===== config.mk =====
export PLATFORM = sky130hd
export DESIGN_NAME = vga_display_top
export DESIGN_NICKNAME = d
export VERILOG_FILES = /design/src/hw/vga_pkg.sv /design/src/hw/background_layer.sv /design/src/hw/playfield_layer.sv /design/src/hw/vga_controller.sv /design/src/hw/vga_display_top.sv /design/src/hw/vga_sync_gen.sv
export VERILOG_INCLUDE_DIRS = /design/src /design/src/include
export SDC_FILE = /design/constraint.sdc
export NUM_CORES = 1
export LEC_CHECK = 0
export CAP_MARGIN = 30
export CORE_ASPECT_RATIO = 0.8
export CORE_MARGIN = 2
export CORE_UTILIZATION = 40
export CTS_CLUSTER_SIZE = 12
export DETAILED_ROUTE_END_ITERATION = 10
export DONT_BUFFER_PORTS = 1
export GPL_TIMING_DRIVEN = 0
export SETUP_SLACK_MARGIN = 0.3
export SLEW_MARGIN = 20
export SYNTH_ARGS = -nofsm -noshare
export SYNTH_HDL_FRONTEND = slang
export SYNTH_SLANG_ARGS = --single-unit

===== constraint.sdc =====
create_clock -name clock_25 -period 8.5 [get_ports clock_25]
set_input_delay 1.7 -clock clock_25 [delete_from_list [all_inputs] [get_ports clock_25]]
set_output_delay 1.7 -clock clock_25 [all_outputs]
set_load 0.05 [all_outputs]

===== src/include/vga_macros.svh =====
// ##################################################
// vga display constants
// timing, screen regions and colour values
// ##################################################
`ifndef VGA_MACROS_SVH
`define VGA_MACROS_SVH

// 640x480 at 25 MHz
`define H_ACTIVE      640
`define H_FRONT       16
`define H_SYNC        96
`define H_BACK        48
`define H_SYNC_START  (`H_ACTIVE + `H_FRONT)
`define H_SYNC_END    (`H_SYNC_START + `H_SYNC)
`define H_TOTAL       (`H_SYNC_END + `H_BACK)

`define V_ACTIVE      480
`define V_FRONT       10
`define V_SYNC        2
`define V_BACK        33
`define V_SYNC_START  (`V_ACTIVE + `V_FRONT)
`define V_SYNC_END    (`V_SYNC_START + `V_SYNC)
`define V_TOTAL       (`V_SYNC_END + `V_BACK)

// game area, 16x12 tiles of 32 pixels
`define GAME_X_MIN    64
`define GAME_X_MAX    575
`define GAME_Y_MIN    64
`define GAME_Y_MAX    447
`define TILE_SHIFT    5
`define TILE_COLS     16
`define TILE_ROWS     12
`define TILE_COUNT    (`TILE_COLS * `TILE_ROWS)
`define WALL_WIDTH    8

// bars above the game area
`define SCORE_Y_MIN   16
`define SCORE_Y_MAX   23
`define TIME_Y_MIN    32
`define TIME_Y_MAX    39
`define BAR_X_MIN     64
`define BAR_UNIT      4

`define BANNER_X_MIN  192
`define BANNER_X_MAX  447
`define BANNER_Y_MIN  224
`define BANNER_Y_MAX  255

// tile colour codes
`define CODE_BLACK    2'd0
`define CODE_GREEN    2'd1
`define CODE_RED      2'd2
`define CODE_WHITE    2'd3

// red, green, blue
`define COLOR_WHITE     {10'b1111111111, 10'b1111111111, 10'b1111111111}
`define COLOR_GREEN     {10'b0000000000, 10'b1100001111, 10'b0000000000}
`define COLOR_RED_SOFT  {10'b1111110000, 10'b1001100000, 10'b1001100000}
`define COLOR_BLUE_SOFT {10'b0010100000, 10'b0010100000, 10'b1101100000}

`endif


===== src/hw/vga_pkg.sv =====
// ##################################################
// vga_pkg
// types shared by the display pixel path
// ##################################################
package vga_pkg;

    // output colour, red in the top bits
    typedef struct packed {
        logic [9:0] red;
        logic [9:0] green;
        logic [9:0] blue;
    } pixel_rgb_t;

    // beam position and timing flags
    typedef struct packed {
        logic [9:0] x;
        logic [9:0] y;
        logic       display_area;
        logic       hsync;          // active low
        logic       vsync;          // active low
    } beam_t;

    typedef enum logic [1:0] {
        state_play  = 2'd0,
        state_start = 2'd1,
        state_over  = 2'd2
    } game_state_t;

    // background regions under the beam
    typedef struct packed {
        logic wall;
        logic bar;
        logic banner_start;
        logic banner_over;
    } layer_flags_t;

    typedef struct packed {
        logic       game_enable;
        logic [1:0] color_data;     // colour code of the tile
    } playfield_pix_t;

endpackage


===== src/hw/background_layer.sv =====
// ##################################################
// background_layer
// wall, bar and banner regions under the beam
// ##################################################
`timescale 1ns/100ps
`include "vga_macros.svh"

module background_layer import vga_pkg::*; (
    input  logic         clock_25,
    input  logic         reset,
    input  beam_t        beam_now,
    input  game_state_t  game_state,
    input  logic [5:0]   score,
    input  logic [5:0]   time_left,
    output layer_flags_t flags
);

    logic [9:0]   score_end;
    logic [9:0]   time_end;
    logic         in_game;
    logic         in_outer;
    logic         in_score_row;
    logic         in_time_row;
    logic         in_banner;
    layer_flags_t flags_next;

    // bar ends one pixel before these
    assign score_end = 10'(`BAR_X_MIN + `BAR_UNIT * score);
    assign time_end  = 10'(`BAR_X_MIN + `BAR_UNIT * time_left);

    assign in_game = (beam_now.x >= `GAME_X_MIN) && (beam_now.x <= `GAME_X_MAX) &&
                     (beam_now.y >= `GAME_Y_MIN) && (beam_now.y <= `GAME_Y_MAX);

    // game area grown by the wall width
    assign in_outer = (beam_now.x >= `GAME_X_MIN - `WALL_WIDTH) &&
                      (beam_now.x <= `GAME_X_MAX + `WALL_WIDTH) &&
                      (beam_now.y >= `GAME_Y_MIN - `WALL_WIDTH) &&
                      (beam_now.y <= `GAME_Y_MAX + `WALL_WIDTH);

    assign in_score_row = (beam_now.y >= `SCORE_Y_MIN) && (beam_now.y <= `SCORE_Y_MAX);
    assign in_time_row  = (beam_now.y >= `TIME_Y_MIN) && (beam_now.y <= `TIME_Y_MAX);

    assign in_banner = (beam_now.x >= `BANNER_X_MIN) && (beam_now.x <= `BANNER_X_MAX) &&
                       (beam_now.y >= `BANNER_Y_MIN) && (beam_now.y <= `BANNER_Y_MAX);

    always_comb begin
        flags_next.wall = in_outer && !in_game;   // 8 pixel ring
        flags_next.bar  = (beam_now.x >= `BAR_X_MIN) &&
                          ((in_score_row && (beam_now.x < score_end)) ||
                           (in_time_row && (beam_now.x < time_end)));
        flags_next.banner_start = in_banner && (game_state == state_start);
        flags_next.banner_over  = in_banner && (game_state == state_over);
    end

    always_ff @(posedge clock_25 or negedge reset) begin
        if (!reset) begin
            flags <= '0;
        end else begin
            flags <= flags_next;
        end
    end

endmodule


===== src/hw/playfield_layer.sv =====
// ##################################################
// playfield_layer
// tile colour memory, written by strobe, read under the beam
// ##################################################
`timescale 1ns/100ps
`include "vga_macros.svh"

module playfield_layer import vga_pkg::*; (
    input  logic           clock_25,
    input  logic           reset,
    input  beam_t          beam_now,
    input  logic           tile_write,
    input  logic [7:0]     tile_addr,
    input  logic [1:0]     tile_color,
    output playfield_pix_t tile_pix
);

    logic [1:0] tile_mem [0:`TILE_COUNT-1];
    logic [9:0] game_x;
    logic [9:0] game_y;
    logic [7:0] tile_index;
    logic       in_game;

    // position relative to the top left of the game area
    assign game_x = beam_now.x - 10'(`GAME_X_MIN);
    assign game_y = beam_now.y - 10'(`GAME_Y_MIN);

    assign in_game = (beam_now.x >= `GAME_X_MIN) && (beam_now.x <= `GAME_X_MAX) &&
                     (beam_now.y >= `GAME_Y_MIN) && (beam_now.y <= `GAME_Y_MAX);

    // row * 16 + column
    assign tile_index = 8'((game_y >> `TILE_SHIFT) * `TILE_COLS + (game_x >> `TILE_SHIFT));

    // all tiles start black
    always_ff @(posedge clock_25 or negedge reset) begin
        if (!reset) begin
            for (int i = 0; i < `TILE_COUNT; i++) begin
                tile_mem[i] <= `CODE_BLACK;
            end
        end else if (tile_write) begin
            tile_mem[tile_addr] <= tile_color;
        end
    end

    always_ff @(posedge clock_25 or negedge reset) begin
        if (!reset) begin
            tile_pix <= '0;
        end else begin
            tile_pix.game_enable <= in_game;
            // index is only meaningful inside the area
            tile_pix.color_data  <= in_game ? tile_mem[tile_index] : `CODE_BLACK;
        end
    end

    tile_addr_in_range: assert property (
        @(posedge clock_25) disable iff (!reset)
        tile_write |-> (tile_addr < `TILE_COUNT)
    ) else $error("tile write beyond the 16x12 tile map");

endmodule


===== src/hw/vga_controller.sv =====
// ##################################################
// vga_controller
// priority merge of both layers into 10-bit rgb
// ##################################################
`timescale 1ns/100ps
`include "vga_macros.svh"

module vga_controller import vga_pkg::*; (
    input  logic           clock_25,
    input  logic           reset,
    input  beam_t          beam_now,
    input  layer_flags_t   flags,
    input  playfield_pix_t tile_pix,
    output pixel_rgb_t     rgb,
    output logic           hsync,
    output logic           vsync
);

    beam_t      beam_d1;    // lines up with the layer outputs
    pixel_rgb_t rgb_next;

    function automatic pixel_rgb_t code_to_rgb(input logic [1:0] code);
        case (code)
            `CODE_GREEN: code_to_rgb = `COLOR_GREEN;
            `CODE_RED:   code_to_rgb = `COLOR_RED_SOFT;
            `CODE_WHITE: code_to_rgb = `COLOR_WHITE;
            default:     code_to_rgb = '0;
        endcase
    endfunction

    // first match wins
    always_comb begin
        if (!beam_d1.display_area) begin
            rgb_next = '0;
        end else if (flags.banner_start) begin
            rgb_next = `COLOR_BLUE_SOFT;
        end else if (flags.banner_over) begin
            rgb_next = `COLOR_RED_SOFT;
        end else if (flags.wall) begin
            rgb_next = `COLOR_WHITE;
        end else if (tile_pix.game_enable) begin
            rgb_next = code_to_rgb(tile_pix.color_data);
        end else if (flags.bar) begin
            rgb_next = `COLOR_GREEN;
        end else begin
            rgb_next = '0;
        end
    end

    always_ff @(posedge clock_25 or negedge reset) begin
        if (!reset) begin
            beam_d1       <= '0;
            beam_d1.hsync <= 1'b1;
            beam_d1.vsync <= 1'b1;
        end else begin
            beam_d1 <= beam_now;
        end
    end

    // syncs leave in the same stage as the colour
    always_ff @(posedge clock_25 or negedge reset) begin
        if (!reset) begin
            rgb   <= '0;
            hsync <= 1'b1;
            vsync <= 1'b1;
        end else begin
            rgb   <= rgb_next;
            hsync <= beam_d1.hsync;
            vsync <= beam_d1.vsync;
        end
    end

    blank_outside_display: assert property (
        @(posedge clock_25) disable iff (!reset)
        !beam_d1.display_area |=> (rgb == '0)
    ) else $error("colour driven outside the display area");

endmodule


===== src/hw/vga_display_top.sv =====
// ##################################################
// vga_display_top
// sync generator, both layers and colour merge
// ##################################################
`timescale 1ns/100ps

module vga_display_top import vga_pkg::*; (
    input  logic        clock_25,
    input  logic        reset,
    input  game_state_t game_state,
    input  logic [5:0]  score,
    input  logic [5:0]  time_left,
    input  logic        tile_write,
    input  logic [7:0]  tile_addr,
    input  logic [1:0]  tile_color,
    output pixel_rgb_t  rgb,
    output logic        hsync,
    output logic        vsync
);

    beam_t          beam_now;
    layer_flags_t   flags;
    playfield_pix_t tile_pix;

    vga_sync_gen sync_gen0 (
        .clock_25 (clock_25),
        .reset    (reset),
        .beam_now (beam_now)
    );

    background_layer background0 (
        .clock_25   (clock_25),
        .reset      (reset),
        .beam_now   (beam_now),
        .game_state (game_state),
        .score      (score),
        .time_left  (time_left),
        .flags      (flags)
    );

    playfield_layer playfield0 (
        .clock_25   (clock_25),
        .reset      (reset),
        .beam_now   (beam_now),
        .tile_write (tile_write),
        .tile_addr  (tile_addr),
        .tile_color (tile_color),
        .tile_pix   (tile_pix)
    );

    vga_controller controller0 (
        .clock_25 (clock_25),
        .reset    (reset),
        .beam_now (beam_now),
        .flags    (flags),
        .tile_pix (tile_pix),
        .rgb      (rgb),
        .hsync    (hsync),
        .vsync    (vsync)
    );

endmodule


===== src/hw/vga_sync_gen.sv =====
// ##################################################
// vga_sync_gen
// 800x525 beam counters with active-low syncs
// ##################################################
`timescale 1ns/100ps
`include "vga_macros.svh"

module vga_sync_gen import vga_pkg::*; (
    input  logic  clock_25,
    input  logic  reset,
    output beam_t beam_now
);

    logic [9:0] x_next;
    logic [9:0] y_next;
    beam_t      beam_next;

    // wrap at end of line and end of frame
    always_comb begin
        x_next = beam_now.x + 10'd1;
        y_next = beam_now.y;
        if (beam_now.x == `H_TOTAL - 1) begin
            x_next = 10'd0;
            if (beam_now.y == `V_TOTAL - 1) begin
                y_next = 10'd0;
            end else begin
                y_next = beam_now.y + 10'd1;
            end
        end
    end

    // flags follow the next position so the struct stays consistent
    always_comb begin
        beam_next.x            = x_next;
        beam_next.y            = y_next;
        beam_next.display_area = (x_next < `H_ACTIVE) && (y_next < `V_ACTIVE);
        beam_next.hsync        = !((x_next >= `H_SYNC_START) && (x_next < `H_SYNC_END));
        beam_next.vsync        = !((y_next >= `V_SYNC_START) && (y_next < `V_SYNC_END));
    end

    always_ff @(posedge clock_25 or negedge reset) begin
        if (!reset) begin
            beam_now.x            <= 10'd0;
            beam_now.y            <= 10'd0;
            beam_now.display_area <= 1'b1;   // (0,0) is visible
            beam_now.hsync        <= 1'b1;
            beam_now.vsync        <= 1'b1;
        end else begin
            beam_now <= beam_next;
        end
    end

    beam_in_frame: assert property (
        @(posedge clock_25) disable iff (!reset)
        (beam_now.x < `H_TOTAL) && (beam_now.y < `V_TOTAL)
    ) else $error("beam outside the 800x525 frame");

endmodule


==> flow_metrics.py, run 1 <==
metrics = {
    "status": {
        "status": "finished clean",
    },
    "floorplan": {
        "start_util_pct": 40.5,
        "core_um2": 52500,
        "rows": 75,
        "dieArea_um2": 54900,
        "die_w_um": 262,
        "dieHeight_um": 210,
        "num_io_pins": 59,
    },
    "timing": {
        "drv_slew": 0,
        "final.period_utilization_pct": 58.6,
        "fin_ws_ns": 3.52,
        "tns_ns": 0,
        "hold_viol_final": 0,
        "rsz0062_at_grt": "false",
        "period_needed_ns": 4.98,
        "slew_headroom_pct": 16.8,
        "skew_ns": 0.0194,
        "setup_viol": 0,
        "tightest_slew_ns": 1.25,
        "holdWs_ns": 0.354,
        "fmax_mhz": 201,
    },
    "critical_path": {
        "crit_path_end": "playfield0.tile_pix[0]",
        "worstSetupStartpointType": "register",
        "cp-end-kind": "register",
        "r2r_end": "playfield0.tile_pix[0]",
        "crit_fanout": 10,
        "cp_data_required_time_ns": 8.92,
        "r2r_slack_ns": 3.52,
        "worst-setup-path-type": "register to register",
        "worst_r2r_path_depth": 15,
        "crit_arrival_ns": 5.39,
        "crit_path_start": "sync_gen0.beam_now[19]",
        "r2r-start": "sync_gen0.beam_now[19]",
    },
    "detailed_routing": {
        "wl_per_cell_um": 25.5,
        "wl_um": 62000,
        "drc": 0,
        "routed_via_density": 5.76,
        "vias": 14000,
        "postRouteAntennaNets": 0,
        "dr.pass1.iters": 7,
        "first_iter_violations": 1196,
    },
    "placement": {
        "pre_cts_slack_ns": 3.66,
        "dpl.hpwl_um": 42900,
        "place.gp.congestion": 0.889,
        "placed_cells": 2345,
        "place.port_buffers": 0,
        "post_dp_cell_area_um2": 22300,
    },
    "power_and_ir_drop": {
        "vdd_ir_drop_max_mv": 0.175,
        "fin_total_pwr_mw": 4.36,
        "power_density_nw_per_um2": 183,
        "leakagePower_nw": 11.0,
    },
    "synth": {
        "yosys.area_share.simple_pct": 8.41,
        "synth-seq-cells": 425,
        "synthTopCellsByCount": "dfrtp_1, mux2_2, nor2_1, nand2_1, clkbuf_1",
        "synth_compound_area_share_pct": 2.72,
        "synth_area_leaders": "dfrtp_1, mux2_2, mux4_2, nor2_1, nand2_1",
        "ys_warn_count": 0,
        "yosysTopAreaCell": "dfrtp_1",
        "synth.distinct_cells": 63,
        "synth.most_common_cell": "dfrtp_1",
        "syn_area_um2": 21200,
        "synth_nets": 1692,
        "syn_area_per_cell_um2": 13.0,
        "synth_mux_area_share_pct": 32.3,
        "ys_seq_area_share_pct": 50.2,
        "synthDominantCellAreaShare_pct": 49.3,
        "syn_inst": 1636,
        "synth_fa_ha_area_share_pct": 1.71,
        "synth_ff_type": "dfrtp_1",
        "synth_edf_count": 0,
        "synth_top_family_by_area": "multiplexers",
        "async_flop_share_pct": 100,
        "synthXorXnorAreaFrac_pct": 0.737,
    },
    "global_routing": {
        "grt_start_max_net_pins": 426,
        "grtUsageTotal_pct": 23.0,
        "antenna_found_initial": 2,
        "gr-total-overflow": 0,
        "grt_pass1_wl_um": 93000,
        "grt_pass1_vias": 14300,
    },
    "clock_tree": {
        "cts_hold_buf": 0,
        "htreeDepth": 2,
        "cts_tree": "done",
        "clk_path_buf_depth": 3,
        "cts_root_buf": "clkbuf_16",
        "cts_setup_buffers": 0,
        "cts_buffers": 46,
        "clk-insertion-delay-late_ns": 0.58,
        "ctsResizeCount": 0,
        "cts.sinks": 425,
        "clkTransAtPathRegs_ns": 0.06,
    },
    "run": {
        "maxCapViolCount": 0,
    },
    "cells_and_area": {
        "postLayoutCellArea_um2": 23800,
        "seq_area_um2": 10600,
        "layout-drive-gt1-share_pct": 37.3,
        "antenna_cells": 0,
        "fillers": 4669,
        "utilization_pct": 45.3,
        "multi_input_area_um2": 9750,
        "stdcell_count": 2429,
        "nets": 1758,
        "areaGrowthSynthToFinish_pct": 12.0,
    },
    "hold_path": {
        "hold_path.class": "register to register",
    },
}
[cell families after synthesis]
family,count (synthesis)
flops,425
xor+xnor,17
mux,513
simple gates,403
fa+ha+maj,29
compound gates,89
buf+inv,160
[critical path: stages (launching register included)]
cell and delay, ns:
dfrtp_1 0.51, clkbuf_1 0.31, buf_2 0.49, buf_2 0.46, buf_1 0.33, nor3_1 0.11, xor2_1 0.18, ha_1 0.23
ha_1 0.52, clkbuf_1 0.55, o21ai_0 0.18, o211ai_1 0.13, o2111ai_1 0.18, o211ai_1 0.16, nand4_1 0.12, o21ai_1 0.32
[registers in the layout (all words and copies together), names as in the netlist]
name	cells
controller0.vsync	1
playfield0.tile_pix	3
sync_gen0.beam_now	23
background0.flags	4
controller0.rgb	6
playfield0.tile_mem	384
controller0.hsync	1
controller0.beam_d1	3
[worst min-delay path by stage]
| stage | from | endpoint | slack, ns | cells after the start |
|---|---|---|---|---|
| 6_report | sync_gen0.beam_now[1] | controller0.beam_d1[1] | 0.35 | 0 |
| 5_1_grt | controller0.beam_d1[0] | controller0.vsync | 0.36 | 0 |
| 4_1_cts | sync_gen0.beam_now[1] | controller0.beam_d1[1] | 0.36 | 0 |
| 3_5_place_dp | sync_gen0.beam_now[1] | controller0.beam_d1[1] | 0.35 | 0 |
| 3_3_place_gp | controller0.beam_d1[0] | controller0.vsync | 0.35 | 0 |
| 2_1_floorplan | sync_gen0.beam_now[0] | controller0.beam_d1[0] | 0.35 | 0 |
[report_power, final]
| part | leakage (nW) | internal [mW] | switching, mW |
|---|---|---|---|
| Sequential | 5.82 | 2.11 | 0.0446 |
| Clock | 0.724 | 1.13 | 0.832 |
| Combinational | 4.46 | 0.122 | 0.116 |
| Total | 11.0 | 3.36 | 0.992 |
[metal layers]
metal	up-vias	GRT usage (%)	part of all wire [%]
met2	506	33.5	44
met5	-	0	0
met4	0	6.84	2.7
met1	7343	33.1	45
met3	102	6.76	8.6
li1	6028	-	-
[final cells by class]
| class | instances | share of cell area [%] |
|---|---|---|
| buffer | 131 | 3.08 |
| clock inverter | 12 | 0.390 |
| timing repair buffer | 18 | 0.895 |
| tap | 693 | 3.65 |
| inverter | 29 | 0.458 |
| clock buffer | 70 | 5.73 |
| sequential | 425 | 44.8 |
| multi-input combinational | 1051 | 41.0 |
[placed cells by master, fill, tap and decap left out, drive strengths merged, types with 2 or more instances in the layout]
cell type / netlist / layout
a31oi: 7 / 7
nor4: 8 / 8
nand2b: 9 / 9
a211oi: 2 / 2
clkbuf: 81 / 152
o21ai: 22 / 22
buf: 49 / 66
a21o: 4 / 4
or3: 2 / 2
dfstp: 7 / 7
mux2: 415 / 415
o31ai: 2 / 2
nand3: 24 / 24
o221ai: 3 / 3
a22oi: 6 / 6
and2: 2 / 2
a2111oi: 4 / 4
and3: 3 / 3
clkinv: 0 / 10
nor3: 21 / 21
or4: 2 / 2
xor2: 7 / 7
o2111ai: 4 / 4
ha: 29 / 29
mux4: 92 / 92
nor2: 168 / 168
nor4b: 3 / 3
xnor2: 10 / 10
nand4b: 2 / 2
nor3b: 5 / 5
o22ai: 17 / 17
nand2: 126 / 126
dfrtp: 418 / 418
mux2i: 6 / 6
inv: 29 / 30
and4: 2 / 2
nand4: 11 / 11
o211ai: 4 / 4
a21oi: 11 / 11
nor2b: 11 / 11
Power figures use the tool's default switching activity.
==> inputs of run 2 (changes only) <==
--- a/config.mk
+++ b/config.mk
@@ -6,6 +6,7 @@
 export SDC_FILE = /design/constraint.sdc
 export NUM_CORES = 1
 export LEC_CHECK = 0
+export ABC_AREA = 1
 export CAP_MARGIN = 30
 export CORE_ASPECT_RATIO = 0.8
 export CORE_MARGIN = 2
==> constraint.sdc (replaced) <==
create_clock -name clock_25 -period 4.4 [get_ports clock_25]
set_input_delay 0.88 -clock clock_25 [delete_from_list [all_inputs] [get_ports clock_25]]
set_output_delay 0.88 -clock clock_25 [all_outputs]
set_load 0.05 [all_outputs]
==> run 2 against run 1 <==
Net effect: via count is 43% higher; sequential power is 94% higher; the run now ends with slew limit left; first-iteration DRC count grew to 2.6 times the previous value; total power is 98% higher; sequential cell count stayed put; largest power group unchanged; global-route usage is 7.5 points higher.
==> flow_metrics.py, run 2 <==
metrics = {
    "status": {
        "status": "complete, but fails checks",
        "violations": "slew limit",
    },
    "power_and_ir_drop": {
        "power_density_nw_per_um2": 366,
        "leakagePower_nw": 10.3,
        "vdd_ir_drop_max_mv": 0.284,
        "fin_total_pwr_mw": 8.61,
    },
    "floorplan": {
        "dieHeight_um": 208,
        "die_w_um": 260,
        "rows": 74,
        "start_util_pct": 40.7,
        "num_io_pins": 59,
        "dieArea_um2": 54100,
        "core_um2": 51300,
    },
    "detailed_routing": {
        "top_layer": "met5",
        "routed_via_density": 5.77,
        "dr.pass1.iters": 8,
        "vias": 20000,
        "wl_per_cell_um": 23.9,
        "postRouteAntennaNets": 0,
        "met3WireLength_um": 11800,
        "first_iter_violations": 3118,
        "drc": 0,
        "wl_met2_um": 33800,
        "wl_um": 82800,
        "drt-met1-wl_um": 34100,
    },
    "clock_tree": {
        "cts_root_buf": "clkbuf_16",
        "cts_setup_buffers": 0,
        "cts_buffers": 47,
        "clk-insertion-delay-late_ns": 0.62,
        "clk_path_buf_depth": 3,
        "clkTransAtPathRegs_ns": 0.07,
        "htreeDepth": 2,
        "cts.sinks": 425,
        "cts_tree": "done",
    },
    "timing": {
        "tns_ns": 0,
        "drv_slew": 105,
        "setup_viol": 0,
        "tightest_slew_ns": 1.61,
        "slew_headroom_pct": -7.26,
        "fin_ws_ns": 0.311,
        "rsz0062_at_grt": "false",
        "period_needed_ns": 4.09,
        "skew_ns": 0.0391,
        "final.period_utilization_pct": 92.9,
        "hold_viol_final": 0,
        "fmax_mhz": 245,
    },
    "cells_and_area": {
        "largest_register_ffs": 384,
        "utilization_pct": 45.9,
        "areaGrowthSynthToFinish_pct": 12.6,
        "final_cell_mix": "nand2_1, dfrtp_1, o21ai_0",
        "top_register": "playfield0.tile_mem",
        "postLayoutCellArea_um2": 23500,
        "layout-drive-gt1-share_pct": 7.47,
        "nets": 2804,
        "final_common_cell": "nand2_1",
        "largestRegisters": "playfield0.tile_mem x384, sync_gen0.beam_now x23, controller0.rgb x6",
        "fillers": 5088,
    },
    "synth": {
        "synthDominantCellAreaShare_pct": 50.0,
        "synth.distinct_cells": 43,
        "yosysTopAreaCell": "dfrtp_1",
        "synth_nets": 2740,
        "synthTopCellsByCount": "nand2_1, dfrtp_1, o21ai_0, nand3_1, clkbuf_1",
        "syn_area_um2": 20900,
        "synth_area_leaders": "dfrtp_1, nand2_1, o21ai_0, nand3_1, ha_1",
        "synth_edf_count": 0,
        "ys_seq_area_share_pct": 50.9,
        "synth-seq-cells": 425,
        "synth.most_common_cell": "nand2_1",
        "synth_ff_type": "dfrtp_1",
        "syn_inst": 2684,
        "syn_area_per_cell_um2": 7.79,
        "ys_warn_count": 0,
        "async_flop_share_pct": 100,
    },
    "critical_path": {
        "crit_fanout": 12,
        "cp_data_required_time_ns": 4.92,
        "critPathTopFamily": "buffers and inverters",
        "cp-end-kind": "register",
        "crit_top_cell": "nand3_1",
        "cp_slowest_cell": "clkdlybuf4s15_2",
        "cp.depth": 15,
        "worstSetupStartpointType": "register",
        "cpPeakStageDelay_ns": 0.59,
        "worst-setup-path-type": "register to register",
        "worst_r2r_path_depth": 15,
        "crit_buf_inv": 6,
        "crit_chain": "inv_2 -> clkbuf_4 -> buf_2 -> ha_1 -> inv_1 -> buf_2 -> clkdlybuf4s15_2 -> nand3_1 -> nand3_1 -> nand3_1 -> nand3_1 -> nand2_1 -> nand2_1 -> nand3_1 -> nor2_1",
        "crit_arrival_ns": 4.61,
    },
    "placement": {
        "place.port_buffers": 0,
        "dpl.hpwl_um": 54600,
        "pre_cts_slack_ns": 0.0863,
        "post_dp_cell_area_um2": 21900,
        "place.gp.congestion": 0.955,
    },
    "run": {
        "maxCapViolCount": 0,
    },
    "global_routing": {
        "grt_pass1_wl_um": 121000,
        "antenna_found_initial": 1,
        "grtUsageTotal_pct": 30.5,
        "gr-total-overflow": 0,
        "grt_start_max_net_pins": 358,
        "grt_pass1_vias": 18600,
    },
    "hold_path": {
        "hold_path.class": "input pin to asynchronous set/reset pin",
    },
}
[run 2: worst paths after layout]
kind / startpoint / to / slack (ns)
min in group clock_25: sync_gen0.beam_now[0] / controller0.beam_d1[0] / 0.36
setup reg to reg: sync_gen0.beam_now[19] / playfield0.tile_pix[1] / 0.31
hold / removal: reset / playfield0.tile_mem[25] / 0.01
setup / recovery: sync_gen0.beam_now[19] / playfield0.tile_pix[1] / 0.31
max in group asynchronous: reset / playfield0.tile_mem[365] / 3.13
hold reg to reg: sync_gen0.beam_now[0] / controller0.beam_d1[0] / 0.36
[run 2: worst register-to-register path: stages, from the launching register on]
cell and delay (ns):
dfrtp_1 0.53, inv_2 0.19, clkbuf_4 0.36, buf_2 0.41, ha_1 0.36, inv_1 0.11, buf_2 0.40, clkdlybuf4s15_2 0.60
nand3_1 0.16, nand3_1 0.11, nand3_1 0.10, nand3_1 0.33, nand2_1 0.15, nand2_1 0.09, nand3_1 0.06, nor2_1 0.10
[run 2: layout make-up]
class                      count  area [µm²]  area share, %
antenna                        2        5.00         0.0213
buffer                       180         943           4.01
clock buffer                  71        1390           5.90
clock inverter                13         144          0.612
inverter                      79         300           1.28
multi-input combinational   2000        9030           38.4
sequential                   425       10600           45.2
tap                          684         856           3.64
timing repair buffer          15         213          0.904
[run 2: cells by family after synthesis]
family                   synth area share, %
flip-flops                              50.9
adder cells (fa/ha/maj)                 1.74
AO/OA/AOI/OAI                           10.5
AND/OR/NAND/NOR                         30.5
XOR/XNOR                               0.425
buffers and inverters                   5.85
[run 2: metrics by stage]
step	instances	hold WS, ns
floorplan	2684	0.345
global placement	3368	0.346
detailed placement	3377	0.349
CTS	3464	0.00110
global route	3467	0.00821
finish	3469	0.0125
[run 2: layer usage]
layer  vias to the layer above  global-route usage, %
li1                       8976                      -
met1                      9603                   43.3
met5                         -                      0
met3                       204                   10.4
met2                      1235                   42.4
met4                         2                   11.8
[run 2: report_power, final]
part           switching, mW  internal, mW  leakage, nW
Sequential             0.101          4.08         5.83
Combinational          0.284         0.138         3.70
Clock                   1.71          2.30        0.739
Total                   2.10          6.51         10.3
[run 2: what timing repair did]
item	CTS	global route
hold endpoints to repair	69	0
setup endpoints to repair	2	2
gates resized for setup	6	9
hold buffers	3	0
